## src/source/rdma_proto_pkg.sv

```systemverilog
package rdma_proto_pkg;

  ////////////////////////////////////////////////////////////
  // Field widths
  ////////////////////////////////////////////////////////////

  localparam int OPCODE_BITS = 5;
  localparam int MODE_BITS = 1;

  ////////////////////////////////////////////////////////////
  // Host request opcodes
  ////////////////////////////////////////////////////////////

  // Read is never parsed on this path
  localparam logic [OPCODE_BITS-1:0] APP_READ = 5'h01;
  localparam logic [OPCODE_BITS-1:0] APP_WRITE = 5'h02;
  localparam logic [OPCODE_BITS-1:0] APP_SEND = 5'h03;

  ////////////////////////////////////////////////////////////
  // RC wire opcodes, low 5 bits of the IB encoding
  ////////////////////////////////////////////////////////////

  localparam logic [OPCODE_BITS-1:0] RC_SEND_FIRST = 5'h00;
  localparam logic [OPCODE_BITS-1:0] RC_SEND_MIDDLE = 5'h01;
  localparam logic [OPCODE_BITS-1:0] RC_SEND_LAST = 5'h02;
  localparam logic [OPCODE_BITS-1:0] RC_SEND_ONLY = 5'h04;
  localparam logic [OPCODE_BITS-1:0] RC_RDMA_WRITE_FIRST = 5'h06;
  localparam logic [OPCODE_BITS-1:0] RC_RDMA_WRITE_MIDDLE = 5'h07;
  localparam logic [OPCODE_BITS-1:0] RC_RDMA_WRITE_LAST = 5'h08;
  localparam logic [OPCODE_BITS-1:0] RC_RDMA_WRITE_ONLY = 5'h0a;

  // Transfer mode
  localparam logic [MODE_BITS-1:0] RDMA_MODE_PARSE = 1'b0;
  localparam logic [MODE_BITS-1:0] RDMA_MODE_RAW = 1'b1;

endpackage

```

## src/source/dreq_pkg.sv

```systemverilog
package dreq_pkg;

  import rdma_proto_pkg::*;

  localparam int VADDR_BITS = 48;
  localparam int LEN_BITS = 28;
  localparam int PID_BITS = 6;
  localparam int DEST_BITS = 4;
  localparam int STRM_BITS = 2;

  // Local part of a host request
  typedef struct packed {
    logic [OPCODE_BITS-1:0] opcode;
    logic [MODE_BITS-1:0] mode;
    logic rdma;
    logic remote;
    logic [PID_BITS-1:0] pid;
    logic [DEST_BITS-1:0] dest;
    logic [STRM_BITS-1:0] strm;
    logic last;
    logic host;
    logic actv;
    logic [VADDR_BITS-1:0] vaddr;
    logic [LEN_BITS-1:0] len;
  } req_t;

  // Remote part, target address only
  typedef struct packed {
    logic [VADDR_BITS-1:0] vaddr;
    logic [DEST_BITS-1:0] dest;
    logic [STRM_BITS-1:0] strm;
  } req_rem_t;

  typedef struct packed {
    req_t req_1;
    req_rem_t req_2;
  } dreq_t;

endpackage

```

## src/source/dreq_queue.sv

```systemverilog
`timescale 1ns/10ps

module dreq_queue #(
  parameter int QUEUE_DEPTH = 4
) (
  input  logic            aclk,
  input  logic            aresetn,

  input  logic            s_valid,
  output logic            s_ready,
  input  dreq_pkg::dreq_t s_data,

  output logic            m_valid,
  input  logic            m_ready,
  output dreq_pkg::dreq_t m_data
);

  import dreq_pkg::*;

  localparam int PTR_BITS = (QUEUE_DEPTH > 1) ? $clog2(QUEUE_DEPTH) : 1;
  localparam logic [PTR_BITS:0] CNT_FULL = (PTR_BITS + 1)'(QUEUE_DEPTH);
  localparam logic [PTR_BITS:0] CNT_ONE = (PTR_BITS + 1)'(1);
  localparam logic [PTR_BITS-1:0] PTR_ONE = PTR_BITS'(1);

  dreq_t mem [QUEUE_DEPTH];

  logic [PTR_BITS-1:0] wr_ptr;
  logic [PTR_BITS-1:0] rd_ptr;
  logic [PTR_BITS:0] count;
  logic push;
  logic pop;

  // Flags come straight from the occupancy count
  assign s_ready = (count != CNT_FULL);
  assign m_valid = (count != '0);
  assign m_data = mem[rd_ptr];

  assign push = s_valid & s_ready;
  assign pop = m_valid & m_ready;

  always_ff @(posedge aclk) begin
    if (!aresetn) begin
      wr_ptr <= '0;
      rd_ptr <= '0;
      count <= '0;
    end else begin
      if (push) begin
        wr_ptr <= wr_ptr + PTR_ONE;
      end
      if (pop) begin
        rd_ptr <= rd_ptr + PTR_ONE;
      end
      case ({push, pop})
        2'b10: count <= count + CNT_ONE;
        2'b01: count <= count - CNT_ONE;
        default: count <= count;
      endcase
    end
  end

  // Storage
  always_ff @(posedge aclk) begin
    if (push) begin
      mem[wr_ptr] <= s_data;
    end
  end

endmodule

```

## src/source/meta_reg.sv

```systemverilog
`timescale 1ns/10ps

module meta_reg (
  input  logic            aclk,
  input  logic            aresetn,

  input  logic            s_valid,
  output logic            s_ready,
  input  dreq_pkg::dreq_t s_data,

  output logic            m_valid,
  input  logic            m_ready,
  output dreq_pkg::dreq_t m_data
);

  import dreq_pkg::*;

  logic main_valid;
  logic spare_valid;
  dreq_t main_data;
  dreq_t spare_data;
  logic main_free;

  // Main entry empties when it is unused or taken this cycle
  assign main_free = !main_valid || m_ready;

  // Ready only looks at a flop, spare empty means room
  assign s_ready = !spare_valid;
  assign m_valid = main_valid;
  assign m_data = main_data;

  always_ff @(posedge aclk) begin
    if (!aresetn) begin
      main_valid <= 1'b0;
      spare_valid <= 1'b0;
    end else if (main_free) begin
      if (spare_valid) begin
        main_valid <= 1'b1;
        spare_valid <= 1'b0;
      end else begin
        main_valid <= s_valid;
      end
    end else if (s_valid && s_ready) begin
      // Stalled with a word arriving, park it
      spare_valid <= 1'b1;
    end
  end

  always_ff @(posedge aclk) begin
    if (main_free) begin
      main_data <= spare_valid ? spare_data : s_data;
    end else if (s_valid && s_ready) begin
      spare_data <= s_data;
    end
  end

endmodule

```

## src/source/dreq_rdma_parser_wr.sv

```systemverilog
`timescale 1ns/10ps

module dreq_rdma_parser_wr #(
  parameter int PMTU_BYTES = 1024
) (
  input  logic            aclk,
  input  logic            aresetn,

  input  logic            s_req_valid,
  output logic            s_req_ready,
  input  dreq_pkg::dreq_t s_req_data,

  output logic            m_req_valid,
  input  logic            m_req_ready,
  output dreq_pkg::dreq_t m_req_data
);

  import rdma_proto_pkg::*;
  import dreq_pkg::*;

  localparam logic [LEN_BITS-1:0] PMTU_LEN = LEN_BITS'(PMTU_BYTES);
  localparam logic [VADDR_BITS-1:0] PMTU_VADDR = VADDR_BITS'(PMTU_BYTES);

  typedef enum logic [2:0] {
    ST_IDLE,
    ST_PARSE_WRITE_FIRST, ST_PARSE_WRITE, ST_SEND_WRITE,
    ST_PARSE_SEND_FIRST, ST_PARSE_SEND, ST_SEND_SEND,
    ST_SEND_BASE
  } state_t;

  state_t state_c, state_n;

  // Working copy of the request, shrinks as packets are cut
  req_t req_1_c, req_1_n;
  req_rem_t req_2_c, req_2_n;

  // Current packet command
  logic [OPCODE_BITS-1:0] pop_c, pop_n;
  logic plast_c, plast_n;
  logic [VADDR_BITS-1:0] plvaddr_c, plvaddr_n;
  logic [VADDR_BITS-1:0] prvaddr_c, prvaddr_n;
  logic [LEN_BITS-1:0] plen_c, plen_n;

  logic parse_wr;
  logic parse_first;
  logic fits;

  logic parsed_valid;
  logic parsed_ready;
  dreq_t parsed_data;

  // Pick the RC opcode for one packet
  function automatic logic [OPCODE_BITS-1:0] rc_opcode(input logic wr, input logic first,
                                                       input logic fit);
    logic [OPCODE_BITS-1:0] op;
    if (wr) begin
      if (first) begin
        op = fit ? RC_RDMA_WRITE_ONLY : RC_RDMA_WRITE_FIRST;
      end else begin
        op = fit ? RC_RDMA_WRITE_LAST : RC_RDMA_WRITE_MIDDLE;
      end
    end else begin
      if (first) begin
        op = fit ? RC_SEND_ONLY : RC_SEND_FIRST;
      end else begin
        op = fit ? RC_SEND_LAST : RC_SEND_MIDDLE;
      end
    end
    return op;
  endfunction

  assign parse_wr = (state_c == ST_PARSE_WRITE_FIRST) || (state_c == ST_PARSE_WRITE);
  assign parse_first = (state_c == ST_PARSE_WRITE_FIRST) || (state_c == ST_PARSE_SEND_FIRST);
  assign fits = (req_1_c.len <= PMTU_LEN);

  ////////////////////////////////////////////////////////////
  // Registers
  ////////////////////////////////////////////////////////////

  always_ff @(posedge aclk) begin
    if (!aresetn) begin
      state_c <= ST_IDLE;
    end else begin
      state_c <= state_n;
    end
  end

  always_ff @(posedge aclk) begin
    req_1_c <= req_1_n;
    req_2_c <= req_2_n;
    pop_c <= pop_n;
    plast_c <= plast_n;
    plvaddr_c <= plvaddr_n;
    prvaddr_c <= prvaddr_n;
    plen_c <= plen_n;
  end

  ////////////////////////////////////////////////////////////
  // Next state
  ////////////////////////////////////////////////////////////

  always_comb begin
    state_n = state_c;
    case (state_c)
      ST_IDLE: begin
        if (s_req_valid) begin
          if (s_req_data.req_1.mode == RDMA_MODE_RAW) begin
            state_n = ST_SEND_BASE;
          end else if (s_req_data.req_1.opcode == APP_WRITE) begin
            state_n = ST_PARSE_WRITE_FIRST;
          end else if (s_req_data.req_1.opcode == APP_SEND) begin
            state_n = ST_PARSE_SEND_FIRST;
          end
          // Anything else is consumed here and dropped
        end
      end
      ST_PARSE_WRITE_FIRST, ST_PARSE_WRITE: state_n = ST_SEND_WRITE;
      ST_SEND_WRITE: begin
        if (parsed_ready) begin
          state_n = (req_1_c.len != '0) ? ST_PARSE_WRITE : ST_IDLE;
        end
      end
      ST_PARSE_SEND_FIRST, ST_PARSE_SEND: state_n = ST_SEND_SEND;
      ST_SEND_SEND: begin
        if (parsed_ready) begin
          state_n = (req_1_c.len != '0) ? ST_PARSE_SEND : ST_IDLE;
        end
      end
      ST_SEND_BASE: begin
        if (parsed_ready) begin
          state_n = ST_IDLE;
        end
      end
      default: state_n = ST_IDLE;
    endcase
  end

  ////////////////////////////////////////////////////////////
  // Datapath
  ////////////////////////////////////////////////////////////

  always_comb begin
    req_1_n = req_1_c;
    req_2_n = req_2_c;
    pop_n = pop_c;
    plast_n = plast_c;
    plvaddr_n = plvaddr_c;
    prvaddr_n = prvaddr_c;
    plen_n = plen_c;
    s_req_ready = 1'b0;
    parsed_valid = 1'b0;

    case (state_c)
      ST_IDLE: begin
        s_req_ready = 1'b1;
        if (s_req_valid) begin
          req_1_n = s_req_data.req_1;
          req_2_n = s_req_data.req_2;
        end
      end
      ST_PARSE_WRITE_FIRST, ST_PARSE_WRITE, ST_PARSE_SEND_FIRST, ST_PARSE_SEND: begin
        plvaddr_n = req_1_c.vaddr;
        // Sends carry no remote address
        prvaddr_n = parse_wr ? req_2_c.vaddr : '0;
        pop_n = rc_opcode(parse_wr, parse_first, fits);
        if (fits) begin
          req_1_n.len = '0;
          plen_n = req_1_c.len;
          plast_n = req_1_c.last;
        end else begin
          req_1_n.vaddr = req_1_c.vaddr + PMTU_VADDR;
          if (parse_wr) begin
            req_2_n.vaddr = req_2_c.vaddr + PMTU_VADDR;
          end
          req_1_n.len = req_1_c.len - PMTU_LEN;
          plen_n = PMTU_LEN;
          plast_n = 1'b0;
        end
      end
      ST_SEND_WRITE, ST_SEND_SEND, ST_SEND_BASE: parsed_valid = 1'b1;
      default: parsed_valid = 1'b0;
    endcase
  end

  // Command out, raw requests go as they came in
  always_comb begin
    if (state_c == ST_SEND_BASE) begin
      parsed_data.req_1 = req_1_c;
      parsed_data.req_2 = req_2_c;
    end else begin
      parsed_data.req_1.opcode = pop_c;
      parsed_data.req_1.mode = req_1_c.mode;
      parsed_data.req_1.rdma = 1'b1;
      parsed_data.req_1.remote = 1'b1;
      parsed_data.req_1.pid = req_1_c.pid;
      parsed_data.req_1.dest = req_1_c.dest;
      parsed_data.req_1.strm = req_1_c.strm;
      parsed_data.req_1.last = plast_c;
      parsed_data.req_1.host = req_1_c.host;
      parsed_data.req_1.actv = 1'b1;
      parsed_data.req_1.vaddr = plvaddr_c;
      parsed_data.req_1.len = plen_c;
      parsed_data.req_2.vaddr = prvaddr_c;
      parsed_data.req_2.dest = req_2_c.dest;
      parsed_data.req_2.strm = req_2_c.strm;
    end
  end

  // Output slice toward the packet generator
  meta_reg inst_reg_out (
    .aclk    (aclk),
    .aresetn (aresetn),
    .s_valid (parsed_valid),
    .s_ready (parsed_ready),
    .s_data  (parsed_data),
    .m_valid (m_req_valid),
    .m_ready (m_req_ready),
    .m_data  (m_req_data)
  );

endmodule

```

## src/source/rdma_wr_path.sv

```systemverilog
`timescale 1ns/10ps

module rdma_wr_path #(
  parameter int PMTU_BYTES = 1024,
  parameter int QUEUE_DEPTH = 4
) (
  input  logic            aclk,
  input  logic            aresetn,

  input  logic            s_req_valid,
  output logic            s_req_ready,
  input  dreq_pkg::dreq_t s_req_data,

  output logic            m_req_valid,
  input  logic            m_req_ready,
  output dreq_pkg::dreq_t m_req_data
);

  // Queue to parser
  logic q_valid;
  logic q_ready;
  dreq_pkg::dreq_t q_data;

  dreq_queue #(
    .QUEUE_DEPTH (QUEUE_DEPTH)
  ) inst_queue (
    .aclk    (aclk),
    .aresetn (aresetn),
    .s_valid (s_req_valid),
    .s_ready (s_req_ready),
    .s_data  (s_req_data),
    .m_valid (q_valid),
    .m_ready (q_ready),
    .m_data  (q_data)
  );

  dreq_rdma_parser_wr #(
    .PMTU_BYTES (PMTU_BYTES)
  ) inst_parser (
    .aclk        (aclk),
    .aresetn     (aresetn),
    .s_req_valid (q_valid),
    .s_req_ready (q_ready),
    .s_req_data  (q_data),
    .m_req_valid (m_req_valid),
    .m_req_ready (m_req_ready),
    .m_req_data  (m_req_data)
  );

endmodule

```

## config.mk

```make
export PLATFORM = sky130hd
export DESIGN_NAME = rdma_wr_path
export DESIGN_NICKNAME = d
export VERILOG_FILES = /design/src/source/rdma_proto_pkg.sv /design/src/source/dreq_pkg.sv /design/src/source/dreq_queue.sv /design/src/source/meta_reg.sv /design/src/source/dreq_rdma_parser_wr.sv /design/src/source/rdma_wr_path.sv
export SDC_FILE = /design/constraint.sdc
export NUM_CORES = 1
export LEC_CHECK = 0
export BUFFER_PORTS_ARGS = -buffer_cell sky130_fd_sc_hd__buf_4
export CORE_UTILIZATION = 30
export CTS_BUF_LIST = sky130_fd_sc_hd__clkbuf_16
export DETAILED_ROUTE_END_ITERATION = 8
export PLACE_DENSITY = 0.49
export SLEW_MARGIN = 20
export SYNTH_ARGS = -nofsm -noshare
export SYNTH_HDL_FRONTEND = slang
export SYNTH_HIERARCHICAL = 1
export SYNTH_SLANG_ARGS = --single-unit
```

## constraint.sdc

```tcl
create_clock -name aclk -period 30.3 [get_ports aclk]
set_clock_uncertainty 0.05 [all_clocks]
set_input_delay 3.03 -clock aclk [delete_from_list [all_inputs] [get_ports aclk]]
set_output_delay 3.03 -clock aclk [all_outputs]
set_load 0.01 [all_outputs]
```

==> qor.csv, run 1 <==
metric,value,unit
status,finished clean,
gr ovfl total,0,
crit path launch type,input port,
Resize count post-CTS,0,
Mapped Cells,2461,
via density per instance,4.68,
worst rel slew slack,0.287,
H-tree depth,4,
largest family of logic cells by synthesized area,multiplexers,
final hold vios,0,
top_reg_cell synth,edfxtp_1,
Final setup viols,0,
RSZ-0062 raised after global routing,false,
"Distinct cells, synth",62,
I/O pins,312,
"Async S/R FF share, synth",0,
Post-Synth Adder-Cell Area,0.00304,
WP data arrival,5450,ps
Post-Synth XOR/XNOR Area,0.0143,
"EDFF count, synth",1200,
min Tclk post-route,5110,ps
Synth Warn #,6,
Hold Path Class,reg -> reg,
Least-Margin Pin Slew,1070,ps
Starting Density,0.302,
die area,0.161,mm²
Post-Syn Area,0.0478,mm²
Highest Clock Rate,196,MHz
final wirelength,114000,µm
vias in the first global route,25000,
total iterations of the first detailed-routing run,5,
Max clock buf depth,3,
total track usage,0.142,
Compound-Gate Fraction of Synth Area,0.0172,
layout cells sized above 1,0.339,
Power Total,5.65,mW
fin nets,3007,
clock sinks,1214,
num rows,146,
Fill cells,14700,
wire length per cell,22.8,µm
number of DRC markers in iteration 0,1656,
post-synthesis sequential area ratio,0.760,
Die Span X,401,µm
Setup Total Neg Slack,0,ps
CTS buffer count,137,
Critical Path RT,30630,ps
CTS Hold Bufs,0,
placed wire-length estimate,71400,µm
"Avg Cell Area, Syn",19.4,µm²
post-synth top area cell,edfxtp_1,
Crit Path Class,in -> reg,
Worst-path clk slew,50,ps
Max Cap Violations,0,
area grow syn2layout,18.8,%
final instance area,0.0568,mm²
Static Leak,18.8,nW
initial antenna violation count,27,
Detail Route Antenna Nets,0,
CTS Root Cell,clkbuf_16,
Peak VDD IR,62.4,µV
core region area,0.158,mm²
first-pass GRT wire length,169000,µm
gpl congestion,0.758,
Synth Area in Simple Gates,0.0519,
final core occ,0.359,
setup bufs post-CTS,0,
"Clk Latency, worst-skew pair",780,ps
Vias,23500,
die height,401,µm
pwr/cell area,99.5,mW/mm²
drt drc,0,
Worst setup EP type,flop,
share of the synthesized area in the top cell type,0.754,
dpl cell area,0.0524,mm²
post-synthesis mux area share,0.137,
Port Buffers,311,
largest net degree at the start of global routing,154,
dominant cells by area after synthesis,"edfxtp_1 (75%), mux4_2 (7.2%), mux2_2 (6.4%), and2_1 (1.2%), o21ai_0 (0.91%)",
post-route clock period utilization,0.169,
count of pins over their slew limit,0,
TritonCTS clock tree,done,
"FF+latch count, synth",1214,
CP Max Fanout,61,
## kinds of logic after synthesis
group           after synthesis
compound gates              137
xor+xnor                     78
fa+ha+maj                    11
buf+inv                     143
flops                      1214
mux                         429
other cells                   1
simple gates                448
## critical path, cell delays in order
cell and delay, ps:
buf_4 100, a21boi_1 520, and2_4 780, buf_4 810
## Yosys cell counts, drive strengths merged, types with 23 or more instances
library cell / n
edfxtp: 1200
mux2: 272
mux4: 153
nand2: 110
and2: 90
o21ai: 88
buf: 62
nand3: 58
clkbuf: 55
xor2: 48
nand4: 42
nor2: 40
xnor2: 30
inv: 26
and3: 23
## final timing paths
kind / startpoint / endpoint / slack [ps] / cells after the start
min reg2reg: inst_parser/req_1_c[85] / inst_parser/inst_reg_out/spare_data[139] / 390 / 0
min: inst_parser/req_1_c[85] / inst_parser/inst_reg_out/spare_data[139] / 390 / 0
max: s_req_valid / inst_queue/mem[1][2] / 25190 / 4
max reg2reg: flop / inst_parser/req_2_c[50] / 26600 / 6
## final cells by class
class / instances / area, µm² / share of cell area
Inverter: 26 / 103 / 0.00181
Timing Repair Buffer: 341 / 2610 / 0.0459
Antenna cell: 9 / 22.5 / 0.000397
Clock buffer: 137 / 3430 / 0.0604
Multi-Input combinational cell: 1119 / 10800 / 0.190
Tap cell: 2072 / 2590 / 0.0457
Sequential cell: 1214 / 36300 / 0.640
Clock inverter: 110 / 887 / 0.0156
## cells in the final DEF (no fill, tap or decap), types with 4 or more instances in the layout
cell,n
clkinvlp_4,5
clkbuf_16,137
and4_1,8
nand2_1,107
nor2_1,38
and2_4,4
mux2i_1,4
and2_1,85
bufinv_16,6
and3_1,22
mux4_2,153
edfxtp_1,1200
ha_1,10
nand3_1,52
dfxtp_1,11
or2_2,4
conb_1,16
diode_2,9
inv_6,4
nand4_1,42
o21ai_0,87
clkinv_8,5
nor3_1,15
or4_1,8
clkinv_2,27
inv_16,6
clkinv_1,35
mux2_2,272
o31ai_1,17
xnor2_1,30
or3_1,13
nor4_1,11
nor2b_1,5
inv_1,42
xor2_1,48
a31oi_1,11
buf_4,338
## power by group
| part | switching (mW) | internal, mW |
|---|---|---|
| clock network | 0.688 | 0.888 |
| logic | 0.807 | 0.563 |
| registers | 0.241 | 2.46 |
| total | 1.74 | 3.91 |
## flip-flops by register name, summed over array words and instances, names as in the netlist, named ones only
name                                  count
inst_parser/inst_reg_out/m_data         153
inst_parser/inst_reg_out/m_valid          1
inst_parser/inst_reg_out/spare_data     153
inst_parser/inst_reg_out/spare_valid      1
inst_parser/plast_c                       1
inst_parser/plen_c                       28
inst_parser/plvaddr_c                    48
inst_parser/pop_c                         4
inst_parser/prvaddr_c                    48
inst_parser/req_1_c                      99
inst_parser/req_2_c                      54
inst_parser/state_c                       3
inst_queue/count                          3
inst_queue/mem                          612
inst_queue/rd_ptr                         2
inst_queue/wr_ptr                         2
## layer usage
metal | vias up | share of wire | GRT usage | wire length, µm
met5 | - | 0.0014 | 0 | 161
met1 | 12100 | 0.43 | 0.181 | 49000
met3 | 185 | 0.059 | 0.0376 | 6770
li1 | 10600 | - | - | -
met2 | 609 | 0.49 | 0.232 | 55600
met4 | 24 | 0.025 | 0.0473 | 2880
## metrics by stage
step                setup slack [ps]  cells  hold WS [ps]
floorplan                      10980   2476           372
global placement               24430   4770           380
detailed placement             24320   4770           383
CTS                            25200   5017           397
global route                   25040   5023           404
finish                         25190   5028           393
No activity file was read; power rests on OpenSTA's default activity.
==> run 2, diff against run 1 <==
- PLACE_DENSITY: 0.49 -> 0.51
- clock period: 30.3 -> 4.4 ns (I/O delays scaled with it)
==> qor.csv, run 2 (same netlist as run 1, synthesis figures left out) <==
metric,value,unit,change
count of pins over their slew limit,0,,unchanged
status,finished clean,,unchanged
Hold Path Class,in -> reg,,was reg -> reg
"Most flops, register",inst_queue/mem,,unchanged
gpl congestion,0.759,,was 0.758
CTS buffer count,139,,was 137
clock sinks,1214,,unchanged
Least-Margin Pin Slew,1060,ps,was 1070 ps
CP Max Fanout,16,,was 61
Static Leak,19.7,nW,was 18.8 nW
Sw Ratio,0.303,,was 0.307
vias in the first global route,25300,,was 25000
Net Sw Power,12.0,mW,was 1.74 mW
multi-input logic area,0.0108,mm²,about the same
post-route clock period utilization,0.721,,
final setup margin,1230,ps,was 25190 ps
die area,0.161,mm²,unchanged
"commonest cells after routing, fill and taps aside","edfxtp_1 (1200), buf_4 (339), mux2_2 (272), dlygate4sd3_1 (154), mux4_2 (153)",,"was edfxtp_1 (1200), buf_4 (338), mux2_2 (272), mux4_2 (153), clkbuf_16 (137)"
dpl cell area,0.0527,mm²,was 0.0524 mm²
core region area,0.158,mm²,unchanged
TritonCTS clock tree,done,,unchanged
min Tclk post-route,3170,ps,
total iterations of the first detailed-routing run,5,,unchanged
gr ovfl total,0,,unchanged
Internal,27.7,mW,was 3.91 mW
Detail Route Antenna Nets,0,,unchanged
pwr/cell area,675,mW/mm²,was 99.5 mW/mm²
RSZ-0062 raised after global routing,false,,unchanged
placed wire-length estimate,70000,µm,was 71400 µm
Vias,23900,,was 23500
max reg flops,612,,unchanged
"leading cell type in the layout, fill and taps excluded",edfxtp_1,,unchanged
Starting Density,0.302,,unchanged
final instance area,0.0588,mm²,was 0.0568 mm²
die height,401,µm,unchanged
Port Buffers,311,,unchanged
initial antenna violation count,11,,was 27
Highest Clock Rate,315,MHz,
I/O pins,312,,unchanged
combinational share of power,0.246,,was 0.243
Worst setup EP type,flop,,unchanged
Die Span X,401,µm,unchanged
CTS Root Cell,clkbuf_16,,unchanged
FF/Latch Area,0.0363,mm²,unchanged
first-pass GRT wire length,170000,µm,was 169000 µm
Reg power frac,0.469,,was 0.479
final non-filler cell total,5196,,was 5028
wire length per cell,22.0,µm,was 22.8 µm
via density per instance,4.60,,was 4.68
fin nets,3180,,was 3007
worst rel slew slack,0.293,,was 0.287
total track usage,0.142,,about the same
drt drc,0,,unchanged
Max Cap Violations,0,,unchanged
Resize count post-CTS,0,,unchanged
Max clock buf depth,3,,unchanged
crit path launch type,flop,,was input port
Peak VDD IR,892,µV,was 62.4 µV
Clk pwr share,0.286,,was 0.279
number of DRC markers in iteration 0,1479,,was 1656
largest net degree at the start of global routing,179,,was 154
area grow syn2layout,23.0,%,was 18.8%
Fill cells,14700,,about the same
Critical Path RT,4760,ps,was 30630 ps
Final setup viols,0,,unchanged
setup bufs post-CTS,0,,unchanged
"Clk Latency, worst-skew pair",770,ps,was 780 ps
final hold vios,0,,unchanged
WP data arrival,3540,ps,was 5450 ps
num rows,146,,unchanged
placed cell count,4789,,was 4770
Worst-path clk slew,60,ps,was 50 ps
final wirelength,114000,µm,about the same
layout cells sized above 1,0.324,,was 0.339
Crit Path Class,reg -> reg,,was in -> reg
H-tree depth,4,,unchanged
dpl ws,1200,ps,was 24320 ps
run 2: cell types whose count changed in the layout (fill, tap and decap cells not counted), sizes merged, moves of 5 or more:
cell,previous run,this run
dlygate4sd3,0,154
diode,9,1
inv,53,60
clkinv,72,61
buf,341,358
clkbuf,137,142
bufinv,6,13
run 2: timing repair:
action | 4_1_cts | 5_1_grt
hold endpoints to repair | 626 | 0
hold buffers | 154 | 0
setup endpoints to repair | 0 | 0
run 2: per-layer routing:
| layer | global-route usage | vias up | wire length [µm] |
|---|---|---|---|
| met1 | 0.189 | 12300 | 51700 |
| met5 | 0 | - | 97 |
| met3 | 0.0347 | 157 | 5410 |
| li1 | - | 10900 | - |
| met4 | 0.0404 | 16 | 2180 |
| met2 | 0.231 | 461 | 54900 |
run 2: worst max-delay path, cell delays in order, from the launching register on:
cell and delay (ps):
edfxtp_1 450, or3_1 420, nor4_1 520, o2111a_2 560
nand2b_1 370, and2_1 450
run 2: final timing paths:
kind | start | end | slack [ps] | cells past startpoint
min | s_req_valid | inst_queue/wr_ptr[0] | 120 | 3
min reg2reg | inst_parser/req_1_c[85] | inst_parser/inst_reg_out/spare_data[139] | 390 | 0
max reg2reg | inst_parser/req_1_c[21] | inst_parser/req_1_c[4] | 1230 | 5
max | inst_parser/req_1_c[21] | inst_parser/req_1_c[4] | 1230 | 5
run 2: area by class of cell:
class | count | share of cell area
antenna | 1 | 0.0000426
clock buffer | 142 | 0.0604
clock inverter | 110 | 0.0160
inverter | 26 | 0.00175
multi-input combinational | 1119 | 0.184
sequential | 1214 | 0.618
tap | 2072 | 0.0441
timing repair buffer | 512 | 0.0760
run 2: stage by stage:
step | total power, mW | TNS (ps) | hold slack, ps | utilization
finish | 39.7 | 0 | 125 | 0.372
global route | 41.7 | 0 | 76.9 | 0.372
CTS | 40.5 | 0 | 39.6 | 0.372
detailed placement | 28.8 | 0 | 384 | 0.333
global placement | 28.6 | 0 | 374 | 0.333
floorplan | 24.3 | -1429420 | 372 | -
run 2: power by group through the flow:
stage,Clock (mW),Sequential [mW],Combinational [mW]
after global placement,0,18.8,9.82
final,11.3,18.6,9.74
after global routing,12.1,18.9,10.7
after CTS,11.7,18.6,10.1
after floorplan,0,18.5,5.82
after detailed placement,0,18.9,9.91
